===== config.mk =====
export PLATFORM = sky130hd
export DESIGN_NAME = store_lane_steer
export DESIGN_NICKNAME = d
export VERILOG_FILES = /design/src/design/mem_pkg.sv /design/src/design/store_lane_steer.sv
export SDC_FILE = /design/constraint.sdc
export NUM_CORES = 1
export LEC_CHECK = 0
export ABC_AREA = 1
export BUFFER_PORTS_ARGS = -buffer_cell sky130_fd_sc_hd__buf_2
export CORE_MARGIN = 2
export CORE_UTILIZATION = 43
export DETAILED_ROUTE_END_ITERATION = 8
export GPL_TIMING_DRIVEN = 0
export PLACE_DENSITY_LB_ADDON = 0.12
export SKIP_LAST_GASP = 1
export SLEW_MARGIN = 0
export SYNTH_ARGS = -nofsm -noshare
export SYNTH_HDL_FRONTEND = slang
export SYNTH_SLANG_ARGS = --single-unit

===== constraint.sdc =====
create_clock -name vclk -period 2.45
set_input_delay 0.1225 -clock vclk [all_inputs]
set_output_delay 0.1225 -clock vclk [all_outputs]
set_load 0.02 [all_outputs]

===== src/design/mem_pkg.sv =====
// shared geometry, request encoding and lane types for the data memory
package mem_pkg;

  // four byte banks make up one 32-bit row
  localparam int NUM_BANKS = 4;
  // 16384 rows of four bytes give the 64 KiB capacity
  localparam int BANK_ROWS = 16384;
  // row index width, so the row wraps at 64 KiB by itself
  localparam int ROW_W     = 14;
  // the core always presents a full 32-bit byte address
  localparam int ADDR_W    = 32;
  // address bits that pick a bank inside a row
  localparam int LANE_W    = 2;

  // bank number inside a row
  typedef logic [LANE_W-1:0] lane_t;

  // access size as the core encodes it on the bus
  typedef enum logic [1:0] {
    SIZE_BYTE = 2'd0,
    SIZE_HALF = 2'd1,
    SIZE_WORD = 2'd2,
    SIZE_NONE = 2'd3
  } mem_size_t;

  // one request per cycle, a level and not a handshake
  typedef struct packed {
    logic [ADDR_W-1:0] addr;
    logic [31:0]       wdata;
    mem_size_t         size;
    logic              load_unsigned;
  } mem_req_t;

  // write lane into a single byte bank
  typedef struct packed {
    logic             we;
    logic [ROW_W-1:0] row;
    logic [7:0]       wbyte;
  } bank_wr_t;

  // offset k of the request byte that lands in this bank
  function automatic lane_t lane_offset(input logic [ADDR_W-1:0] addr, input lane_t lane);
    return lane - addr[LANE_W-1:0];
  endfunction

  // row of this bank touched by the access at addr
  // banks below the start lane hold bytes that spilled into the next row
  function automatic logic [ROW_W-1:0] bank_row(input logic [ADDR_W-1:0] addr,
                                                input lane_t lane);
    logic wrap;
    wrap = lane < addr[LANE_W-1:0];
    return addr[ROW_W+LANE_W-1:LANE_W] + {{(ROW_W-1){1'b0}}, wrap};
  endfunction

endpackage

===== src/design/store_lane_steer.sv =====
`timescale 1ns/1ps

// splits one store request into a write lane per byte bank
module store_lane_steer (
  input  logic              rst_n_i,
  input  mem_pkg::mem_req_t req_i,
  output mem_pkg::bank_wr_t lanes_o [mem_pkg::NUM_BANKS]
);

  // number of bytes the store covers, zero for none
  logic [2:0] byte_cnt;

  always_comb begin
    case (req_i.size)
      mem_pkg::SIZE_BYTE: byte_cnt = 3'd1;
      mem_pkg::SIZE_HALF: byte_cnt = 3'd2;
      mem_pkg::SIZE_WORD: byte_cnt = 3'd4;
      default:            byte_cnt = 3'd0;
    endcase
  end

  for (genvar b = 0; b < mem_pkg::NUM_BANKS; b++) begin : g_lane
    // request byte k that maps onto this bank
    mem_pkg::lane_t k;

    assign k = mem_pkg::lane_offset(req_i.addr, mem_pkg::lane_t'(b));

    // the bank takes part only if its offset is inside the access
    // and writes stay blocked for as long as reset is held
    assign lanes_o[b] = '{
      we:    rst_n_i && ({1'b0, k} < byte_cnt),
      row:   mem_pkg::bank_row(req_i.addr, mem_pkg::lane_t'(b)),
      wbyte: req_i.wdata[{k, 3'b000} +: 8]
    };
  end

  // every offset appears exactly once over the four banks, so the
  // number of enabled lanes has to match the access size
  always_comb begin
    logic [2:0] we_cnt;
    logic [2:0] exp_cnt;
    we_cnt = '0;
    for (int b = 0; b < mem_pkg::NUM_BANKS; b++) begin
      we_cnt = we_cnt + {2'b00, lanes_o[b].we};
    end
    // the size code is the log2 of the byte count, none and reset enable nothing
    if (!rst_n_i || req_i.size == mem_pkg::SIZE_NONE) begin
      exp_cnt = 3'd0;
    end else begin
      exp_cnt = 3'd1 << req_i.size;
    end
    a_lane_cnt: assert (we_cnt == exp_cnt)
      else $error("store lanes enabled %0d, expected %0d", we_cnt, exp_cnt);
  end

endmodule


==> results.py <==
metrics = {
    "outcome": {
        "status": "complete, no violations",
    },
    "global_route": {
        "grt_max_degree": 12,
        "grt_pass1_wl_mm": 9.75,
        "grt_use_total_pct": 22.2,
        "grt_pass1_vias": 2336,
        "antenna_found_initial": 0,
        "grt-ovfl-total": 0,
    },
    "final_layout": {
        "diodes": 0,
        "multi_input_area_sq_mm": 0.00159,
        "finish.utilization_pct": 62.6,
        "clkbuf_count": 0,
        "seq_cells": 0,
        "regArea_sq_um": 0,
        "fillCellCount": 447,
        "drive_above_1_share_pct": 40.2,
        "area_delta_synth_final_pct": 38.5,
        "stdcell_count": 544,
        "nets": 574,
    },
    "yosys": {
        "synth-warning-count": 0,
        "syn_area_per_cell_sq_um": 5.61,
        "ys_types": 25,
        "yosys.area.top_type": "nand2_1",
        "yosysMostFrequentCell": "nand2_1",
        "synth_cells": 353,
        "synthTopCellsByArea": "nand2_1, o21ai_1, xor2_1",
        "syn-cell-area_sq_mm": 0.00198,
        "synth_nets": 433,
        "ys_seq_area_share_pct": 0,
        "yosys-top-cells-count": "nand2_1, o21ai_1, inv_1, o21ai_0, buf_4",
        "yosysTopAreaCellShare_pct": 22.7,
    },
    "floorplanning": {
        "core-area_sq_mm": 0.00438,
        "die_area_sq_mm": 0.00517,
        "die_height_microns": 71.9,
        "num_rows": 24,
        "start_util_pct": 45.2,
        "die_w_microns": 71.9,
        "ios": 160,
    },
    "timing": {
        "fin_tns_setup_ns": 0,
        "finalCriticalPeriod_ns": 2.23,
        "slew_headroom_pct": 75.2,
        "max_freq_mhz": 449,
        "hold_violations": 0,
        "worst_pin_slew_ns": 0.372,
        "worst_slack_ns": 0.224,
        "layout_worst_path_cycle_share_pct": 90.9,
        "slew_viol_final": 0,
        "setup_violations": 0,
        "rsz0062_at_grt": "no",
    },
    "critical_path": {
        "start_kind": "input port",
        "crit_arrival_ns": 2.10,
        "end_kind": "primary output",
        "critPathKind": "in -> out",
        "cp.required_ns": 2.33,
        "path_max_fanout": 11,
    },
    "placement": {
        "place_worst_setup_slack_ns": 0.159,
        "hpwl_mm": 5.14,
        "io_buffers": 139,
        "place_congestion": 0.834,
        "placed_cells": 544,
    },
    "clock_tree": {
        "cts_hold_buffers": 0,
    },
    "pwr": {
        "powerDensity_mw_per_mm2": 237,
        "power.leakage_nw": 1.64,
        "peakVddDrop_v": 0.000174,
    },
    "detailed_routing": {
        "viasPerCell": 4.87,
        "ant_nets": 0,
        "remaining_drc_errors": 0,
        "postRouteWirelength_mm": 5.95,
        "dr.pass1.iters": 4,
        "drt_iter0_markers": 80,
        "vias": 2649,
        "wire_per_inst_microns": 10.9,
    },
    "job": {
        "cap_violations": 0,
    },
    "min_path": {
        "hold_path_class": "in -> out",
    },
}
==> report_power, final <==
part | internal, mW | total (mW) | leakage [nW] | switching, mW
Clock | 0 | 0 | 0 | 0
Sequential | 0 | 0 | 0 | 0
Combinational | 0.230 | 0.651 | 1.64 | 0.421
Total | 0.230 | 0.651 | 1.64 | 0.421
==> metrics by stage <==
step                      power [mW]  hold WS (ns)  cell area, sq um
final                          0.651         0.462              2740
after global placement         0.645         0.463              2740
after global routing           0.716         0.468              2740
after CTS                      0.654         0.463              2740
after detailed placement       0.652         0.463              2740
after floorplan                0.441         0.358              1980
==> critical path: stages <==
cell,delay [ns]
buf_2,0.16
inv_1,0.18
buf_2,0.26
ha_2,0.37
inv_2,0.15
buf_2,0.24
ha_1,0.26
nand3_1,0.08
nand2_1,0.05
nor2_1,0.07
buf_2,0.16
==> cell families (layout without fill, tap and decap cells) <==
logic type | after synthesis | after routing | synth area share [%]
xor gates and xnor gates | 21 | 21 | 9.29
and+or+nand+nor | 184 | 184 | 46.9
adders and majority gates | 12 | 12 | 7.58
AOI/OAI and AO/OA | 65 | 65 | 16.4
buffers and inverters | 71 | 210 | 19.8
==> path summary, 6_finish.rpt <==
path,startpoint,slack [ns],cells past startpoint,to
worst max-delay path,req_i[36],0.22,11,lanes_o[45]
worst min-delay path,req_i[40],0.46,2,lanes_o[11]
==> per-layer routing <==
metal  share of wire (%)  track usage, %  routed length [microns]
met1                  41            26.7                     2440
met5                   0               0                        0
met2                  50            43.1                     2960
met4                 1.1            2.52                       63
met3                 8.1            2.25                      482
==> cell usage in the layout, fill, tap and decap left out, types with 2 or more instances in the layout <==
master / instances
buf_2: 144
nand2_1: 120
o21ai_1: 42
inv_1: 34
o21ai_0: 22
buf_4: 21
nand3_1: 20
xor2_1: 19
nand4_1: 14
ha_1: 11
nor2_1: 6
buf_6: 5
nor2_4: 5
nor2_2: 5
nor2_8: 4
inv_2: 4
nand2_4: 3
nand3_2: 2
xnor2_1: 2
nand2_2: 2
nand3b_1: 2
==> final cells by class <==
class / count / area share, %
repair buffers: 139 / 25.4
plain buffers: 32 / 8.85
inverters: 39 / 5.43
multi-input cells: 282 / 58.0
well taps: 52 / 2.37
==> timing repair <==
item | 4_1_cts | 5_1_grt
gates resized for setup | 0 | 1
setup endpoints to repair | 0 | 1
buffers inserted | 0 | 0
Note: power is estimated with default switching activity, not from simulation.
