## src/design/mem_pkg.sv

```systemverilog
// shared geometry, request encoding and lane types for the data memory
package mem_pkg;

  // four byte banks make up one 32-bit row
  localparam int NUM_BANKS = 4;
  // 16384 rows of four bytes give the 64 KiB capacity
  localparam int BANK_ROWS = 16384;
  // row index width, so the row wraps at 64 KiB by itself
  localparam int ROW_W     = 14;
  // the core always presents a full 32-bit byte address
  localparam int ADDR_W    = 32;
  // address bits that pick a bank inside a row
  localparam int LANE_W    = 2;

  // bank number inside a row
  typedef logic [LANE_W-1:0] lane_t;

  // access size as the core encodes it on the bus
  typedef enum logic [1:0] {
    SIZE_BYTE = 2'd0,
    SIZE_HALF = 2'd1,
    SIZE_WORD = 2'd2,
    SIZE_NONE = 2'd3
  } mem_size_t;

  // one request per cycle, a level and not a handshake
  typedef struct packed {
    logic [ADDR_W-1:0] addr;
    logic [31:0]       wdata;
    mem_size_t         size;
    logic              load_unsigned;
  } mem_req_t;

  // write lane into a single byte bank
  typedef struct packed {
    logic             we;
    logic [ROW_W-1:0] row;
    logic [7:0]       wbyte;
  } bank_wr_t;

  // offset k of the request byte that lands in this bank
  function automatic lane_t lane_offset(input logic [ADDR_W-1:0] addr, input lane_t lane);
    return lane - addr[LANE_W-1:0];
  endfunction

  // row of this bank touched by the access at addr
  // banks below the start lane hold bytes that spilled into the next row
  function automatic logic [ROW_W-1:0] bank_row(input logic [ADDR_W-1:0] addr,
                                                input lane_t lane);
    logic wrap;
    wrap = lane < addr[LANE_W-1:0];
    return addr[ROW_W+LANE_W-1:LANE_W] + {{(ROW_W-1){1'b0}}, wrap};
  endfunction

endpackage
```

## src/design/load_lane_merge.sv

```systemverilog
`timescale 1ns/1ps

// picks the rows to read from every bank and turns the four bank bytes
// into the load result the core expects
module load_lane_merge (
  input  mem_pkg::mem_req_t         req_i,
  output logic [mem_pkg::ROW_W-1:0] rd_rows_o [mem_pkg::NUM_BANKS],
  input  logic [7:0]                bank_bytes_i [mem_pkg::NUM_BANKS],
  output logic [31:0]               rdata_o
);

  // bank bytes side by side in bank order
  logic [31:0] bank_word;
  // doubled word shifted down so a plain slice gives the rotation
  logic [63:0] word_pair;
  // bytes in address order, byte 0 is the byte at addr
  logic [31:0] rot_word;
  // fill bit for byte and half results
  logic        ext_byte;
  logic        ext_half;

  // the same row rule as the store path keeps loads and stores aligned
  for (genvar b = 0; b < mem_pkg::NUM_BANKS; b++) begin : g_row
    assign rd_rows_o[b] = mem_pkg::bank_row(req_i.addr, mem_pkg::lane_t'(b));
  end

  always_comb begin
    for (int b = 0; b < mem_pkg::NUM_BANKS; b++) begin
      bank_word[8*b +: 8] = bank_bytes_i[b];
    end
  end

  // result byte k comes from bank (addr[1:0] + k) mod 4
  assign word_pair = {bank_word, bank_word} >> {req_i.addr[mem_pkg::LANE_W-1:0], 3'b000};
  assign rot_word  = word_pair[31:0];

  // LBU and LHU fill with zeros, LB and LH copy the top bit
  assign ext_byte = !req_i.load_unsigned && rot_word[7];
  assign ext_half = !req_i.load_unsigned && rot_word[15];

  always_comb begin
    case (req_i.size)
      mem_pkg::SIZE_BYTE: rdata_o = {{24{ext_byte}}, rot_word[7:0]};
      mem_pkg::SIZE_HALF: rdata_o = {{16{ext_half}}, rot_word[15:0]};
      // word and none both return all four bytes
      default:            rdata_o = rot_word;
    endcase
  end

  // an LBU result is the byte of the bank that addr selects, with nothing above it
  always_comb begin
    if (req_i.size == mem_pkg::SIZE_BYTE && req_i.load_unsigned) begin
      a_lbu_zero: assert (rdata_o == {24'h0, bank_bytes_i[req_i.addr[mem_pkg::LANE_W-1:0]]})
        else $error("unsigned byte load returned %h", rdata_o);
    end
  end

endmodule

```

## config.mk

```make
export PLATFORM = sky130hd
export DESIGN_NAME = load_lane_merge
export DESIGN_NICKNAME = d
export VERILOG_FILES = /design/src/design/mem_pkg.sv /design/src/design/load_lane_merge.sv
export SDC_FILE = /design/constraint.sdc
export NUM_CORES = 1
export LEC_CHECK = 0
export BUFFER_PORTS_ARGS = -buffer_cell sky130_fd_sc_hd__buf_2
export CORE_AREA = 4 4 67 84
export DETAILED_ROUTE_END_ITERATION = 10
export DIE_AREA = 0 0 71 88
export GPL_ROUTABILITY_DRIVEN = 0
export PLACE_DENSITY = 0.95
export SLEW_MARGIN = 20
export SYNTH_ARGS = -nofsm -noshare
export SYNTH_HDL_FRONTEND = slang
export SYNTH_SLANG_ARGS = --single-unit
```

## constraint.sdc

```tcl
create_clock -name vclk -period 2.8
set_input_delay 0.42 -clock vclk [all_inputs]
set_output_delay 0.42 -clock vclk [all_outputs]
set_load 0.05 [all_outputs]
```

==> summary.txt <==
Logic synthesis
  • Number of synthesis warnings: 0
  • Distinct cell type count after synthesis: 30
  • Synth area leaders: xnor2_1, mux2i_1, mux2_2
  • Post-synth top area share: 0.167
  • Synth area leader: xnor2_1
  • Cell with the most instances after synthesis: xnor2_1
  • Synth Cell Area: 1730 um^2
  • Commonest cells post-synth: xnor2_1, nand2_1, nor2_1, o21ai_0, a21oi_1
  • Syn Inst Count: 249
  • Register area share after synthesis: 0
  • Syn_area_per_cell: 6.94 um^2
  • Post-synth net total: 354

Final layout
  • Seq_cells: 0
  • Clock buf count: 0
  • Area Overhead vs Synth: 40.1%
  • Post-layout nets: 465
  • Register area: 0 um^2
  • Share of layout cells above drive strength 1: 0.522
  • N_diodes: 0
  • Final cell count without fillers: 418
  • Core Util, Final: 0.508
  • Final instance area: 2420 um^2

Place
  • Port buffer count: 139
  • Inst Count DP: 418
  • Dpl hpwl: 4990 um
  • Post-DP Area: 2420 um^2

Critical path
  • Slowest stage delay, CP: 0.39 ns
  • Crit-path max FO: 22
  • Required @ worst endpoint: 2.38 ns
  • CP Launch Type: input port
  • Slowest-stage cell, CP: mux2_2
  • Setup CP Type: input port to output pin
  • Most common cell on crit path: buf_2
  • Crit-path cells: buf_2 > buf_4 > mux2_2 > nor2_1 > a211o_1 > o21ai_0 > buf_2
  • CP endpoint kind: output pin
  • Crit path DAT: 2.08 ns

Global route
  • Initial antenna violation count: 0
  • Pin count of the biggest net entering global routing: 44
  • Total GRT Usage: 0.168
  • Number of global-route vias before repair: 2017
  • First-pass GRT wire length: 9010 um
  • Overflow after GRT: 0

Drt
  • Drt drc: 0
  • TritonRoute pass-1 iters: 4
  • Wire per inst: 14.0 um
  • Via count: 2182
  • Antenna viol nets, final: 0
  • DRT iter0 DRCs: 64
  • Drt total wl: 5850 um
  • Via density: 5.22

Die
  • Die ar.: 6250 um^2
  • Floorplan core area: 4760 um^2
  • Die span in x: 71 um
  • Rows: 28
  • Starting Density: 0.363
  • Die height: 88 um
  • Ports: 187

Min path
  • HP Class: input port to output pin
  • Hold Crit Start: req_i[37]
  • Hold Path Depth: 2
  • Hold Path End: rd_rows_o[0]

STA
  • Hold_ws: 1.18 ns
  • RSZ-0062 raised after global routing: false
  • Maximum clock frequency: 400 MHz
  • Final Hold Vio Count: 0
  • # setup viols final: 0
  • Slew @ Worst Pin: 0.525 ns
  • Period utilisation layout: 0.893
  • Fin. max-slew vios: 0
  • Slew margin rel.: 0.647
  • Final min period: 2.50 ns

Power
  • Internal power: 197 uW
  • Sw Ratio: 0.738
  • Reg power frac: 0
  • Cell Pwr Density: 309 nW/um^2
  • Lkg Pwr: 1.21 nW
  • Clock power share: 0
  • Combinational power share: 1.000
  • Maximum vdd drop: 0.000168 V
  • NetSw: 553 uW

Clock network
  • Cts repair resizes: 0
  • Number of hold buffers added after cts: 0
  • Post-CTS Setup Inserts: 0

Flow run
  • Max Cap Violations: 0

Run status
  • Status: finished, final reports clean
## worst max-delay path: cells and delay by family
kind	cells	cell delay [ns]
mux	1	0.39
compound gates	2	0.38
buf+inv	3	0.74
simple gates	1	0.14
## metal layers
layer	vias to the layer above	part of all wire	GRT usage
met5	-	0	0
li1	1065	-	-
met2	102	0.54	0.350
met4	0	0.0048	0.0188
met1	1013	0.37	0.186
met3	2	0.085	0.0161
## layout by cell type (no fill, tap or decap)
cell / count
mux2_2: 13
a211o_1: 1
a311oi_2: 1
o221ai_2: 1
nand3_1: 12
nor3_1: 1
xnor2_1: 23
nor4_1: 1
or2_2: 1
nand2_1: 32
o21ai_2: 7
mux4_2: 6
nor3_2: 1
mux2i_1: 16
and4_1: 1
nand4_1: 4
xor2_1: 2
buf_12: 1
buf_4: 4
o21ai_0: 22
and2_1: 4
xnor2_2: 10
ha_1: 6
xor2_2: 1
nand2_2: 2
or3_1: 1
buf_2: 139
inv_1: 5
a21oi_1: 18
nor2_1: 22
## kinds of logic (layout without fill, tap and decap cells)
kind of cell | count (synthesis) | after routing | synth area share
AND/OR/NAND/NOR | 82 | 82 | 0.213
adder cells (fa/ha/maj) | 6 | 6 | 0.0434
buffers and inverters | 40 | 149 | 0.132
XOR/XNOR | 36 | 36 | 0.182
multiplexers | 35 | 35 | 0.255
AO/OA/AOI/OAI | 50 | 50 | 0.174
## power groups by stage
stage,Sequential [mW],Clock [mW],Combinational [mW]
floorplan,0,0,0.592
global placement,0,0,0.740
detailed placement,0,0,0.751
CTS,0,0,0.752
global route,0,0,0.790
finish,0,0,0.750
## worst max-delay path by stage
stage                         start             to  slack [ns]  cells after the start
after floorplan           req_i[36]  rd_rows_o[26]       -0.01                      8
after global placement    req_i[35]    rdata_o[15]        0.33                      7
after detailed placement  req_i[35]    rdata_o[15]        0.29                      7
after CTS                 req_i[35]    rdata_o[13]        0.29                      7
after global routing      req_i[35]    rdata_o[13]        0.22                      7
final                     req_i[35]    rdata_o[13]        0.30                      7
## metrics by stage
stage | power, mW | setup TNS, ns | setup slack (ns)
after floorplan | 0.592 | -0.0140 | -0.0140
after global placement | 0.740 | 0 | 0.331
after detailed placement | 0.751 | 0 | 0.295
after CTS | 0.752 | 0 | 0.292
after global routing | 0.790 | 0 | 0.215
final | 0.750 | 0 | 0.299
## layout make-up
cell class / instances / area, um^2
tap: 60 / 75.1
timing repair buffer: 144 / 746
fill: 447 / 2340
multi-input combinational: 209 / 1580
inverter: 5 / 18.8
No activity file was read; power rests on OpenSTA's default activity.
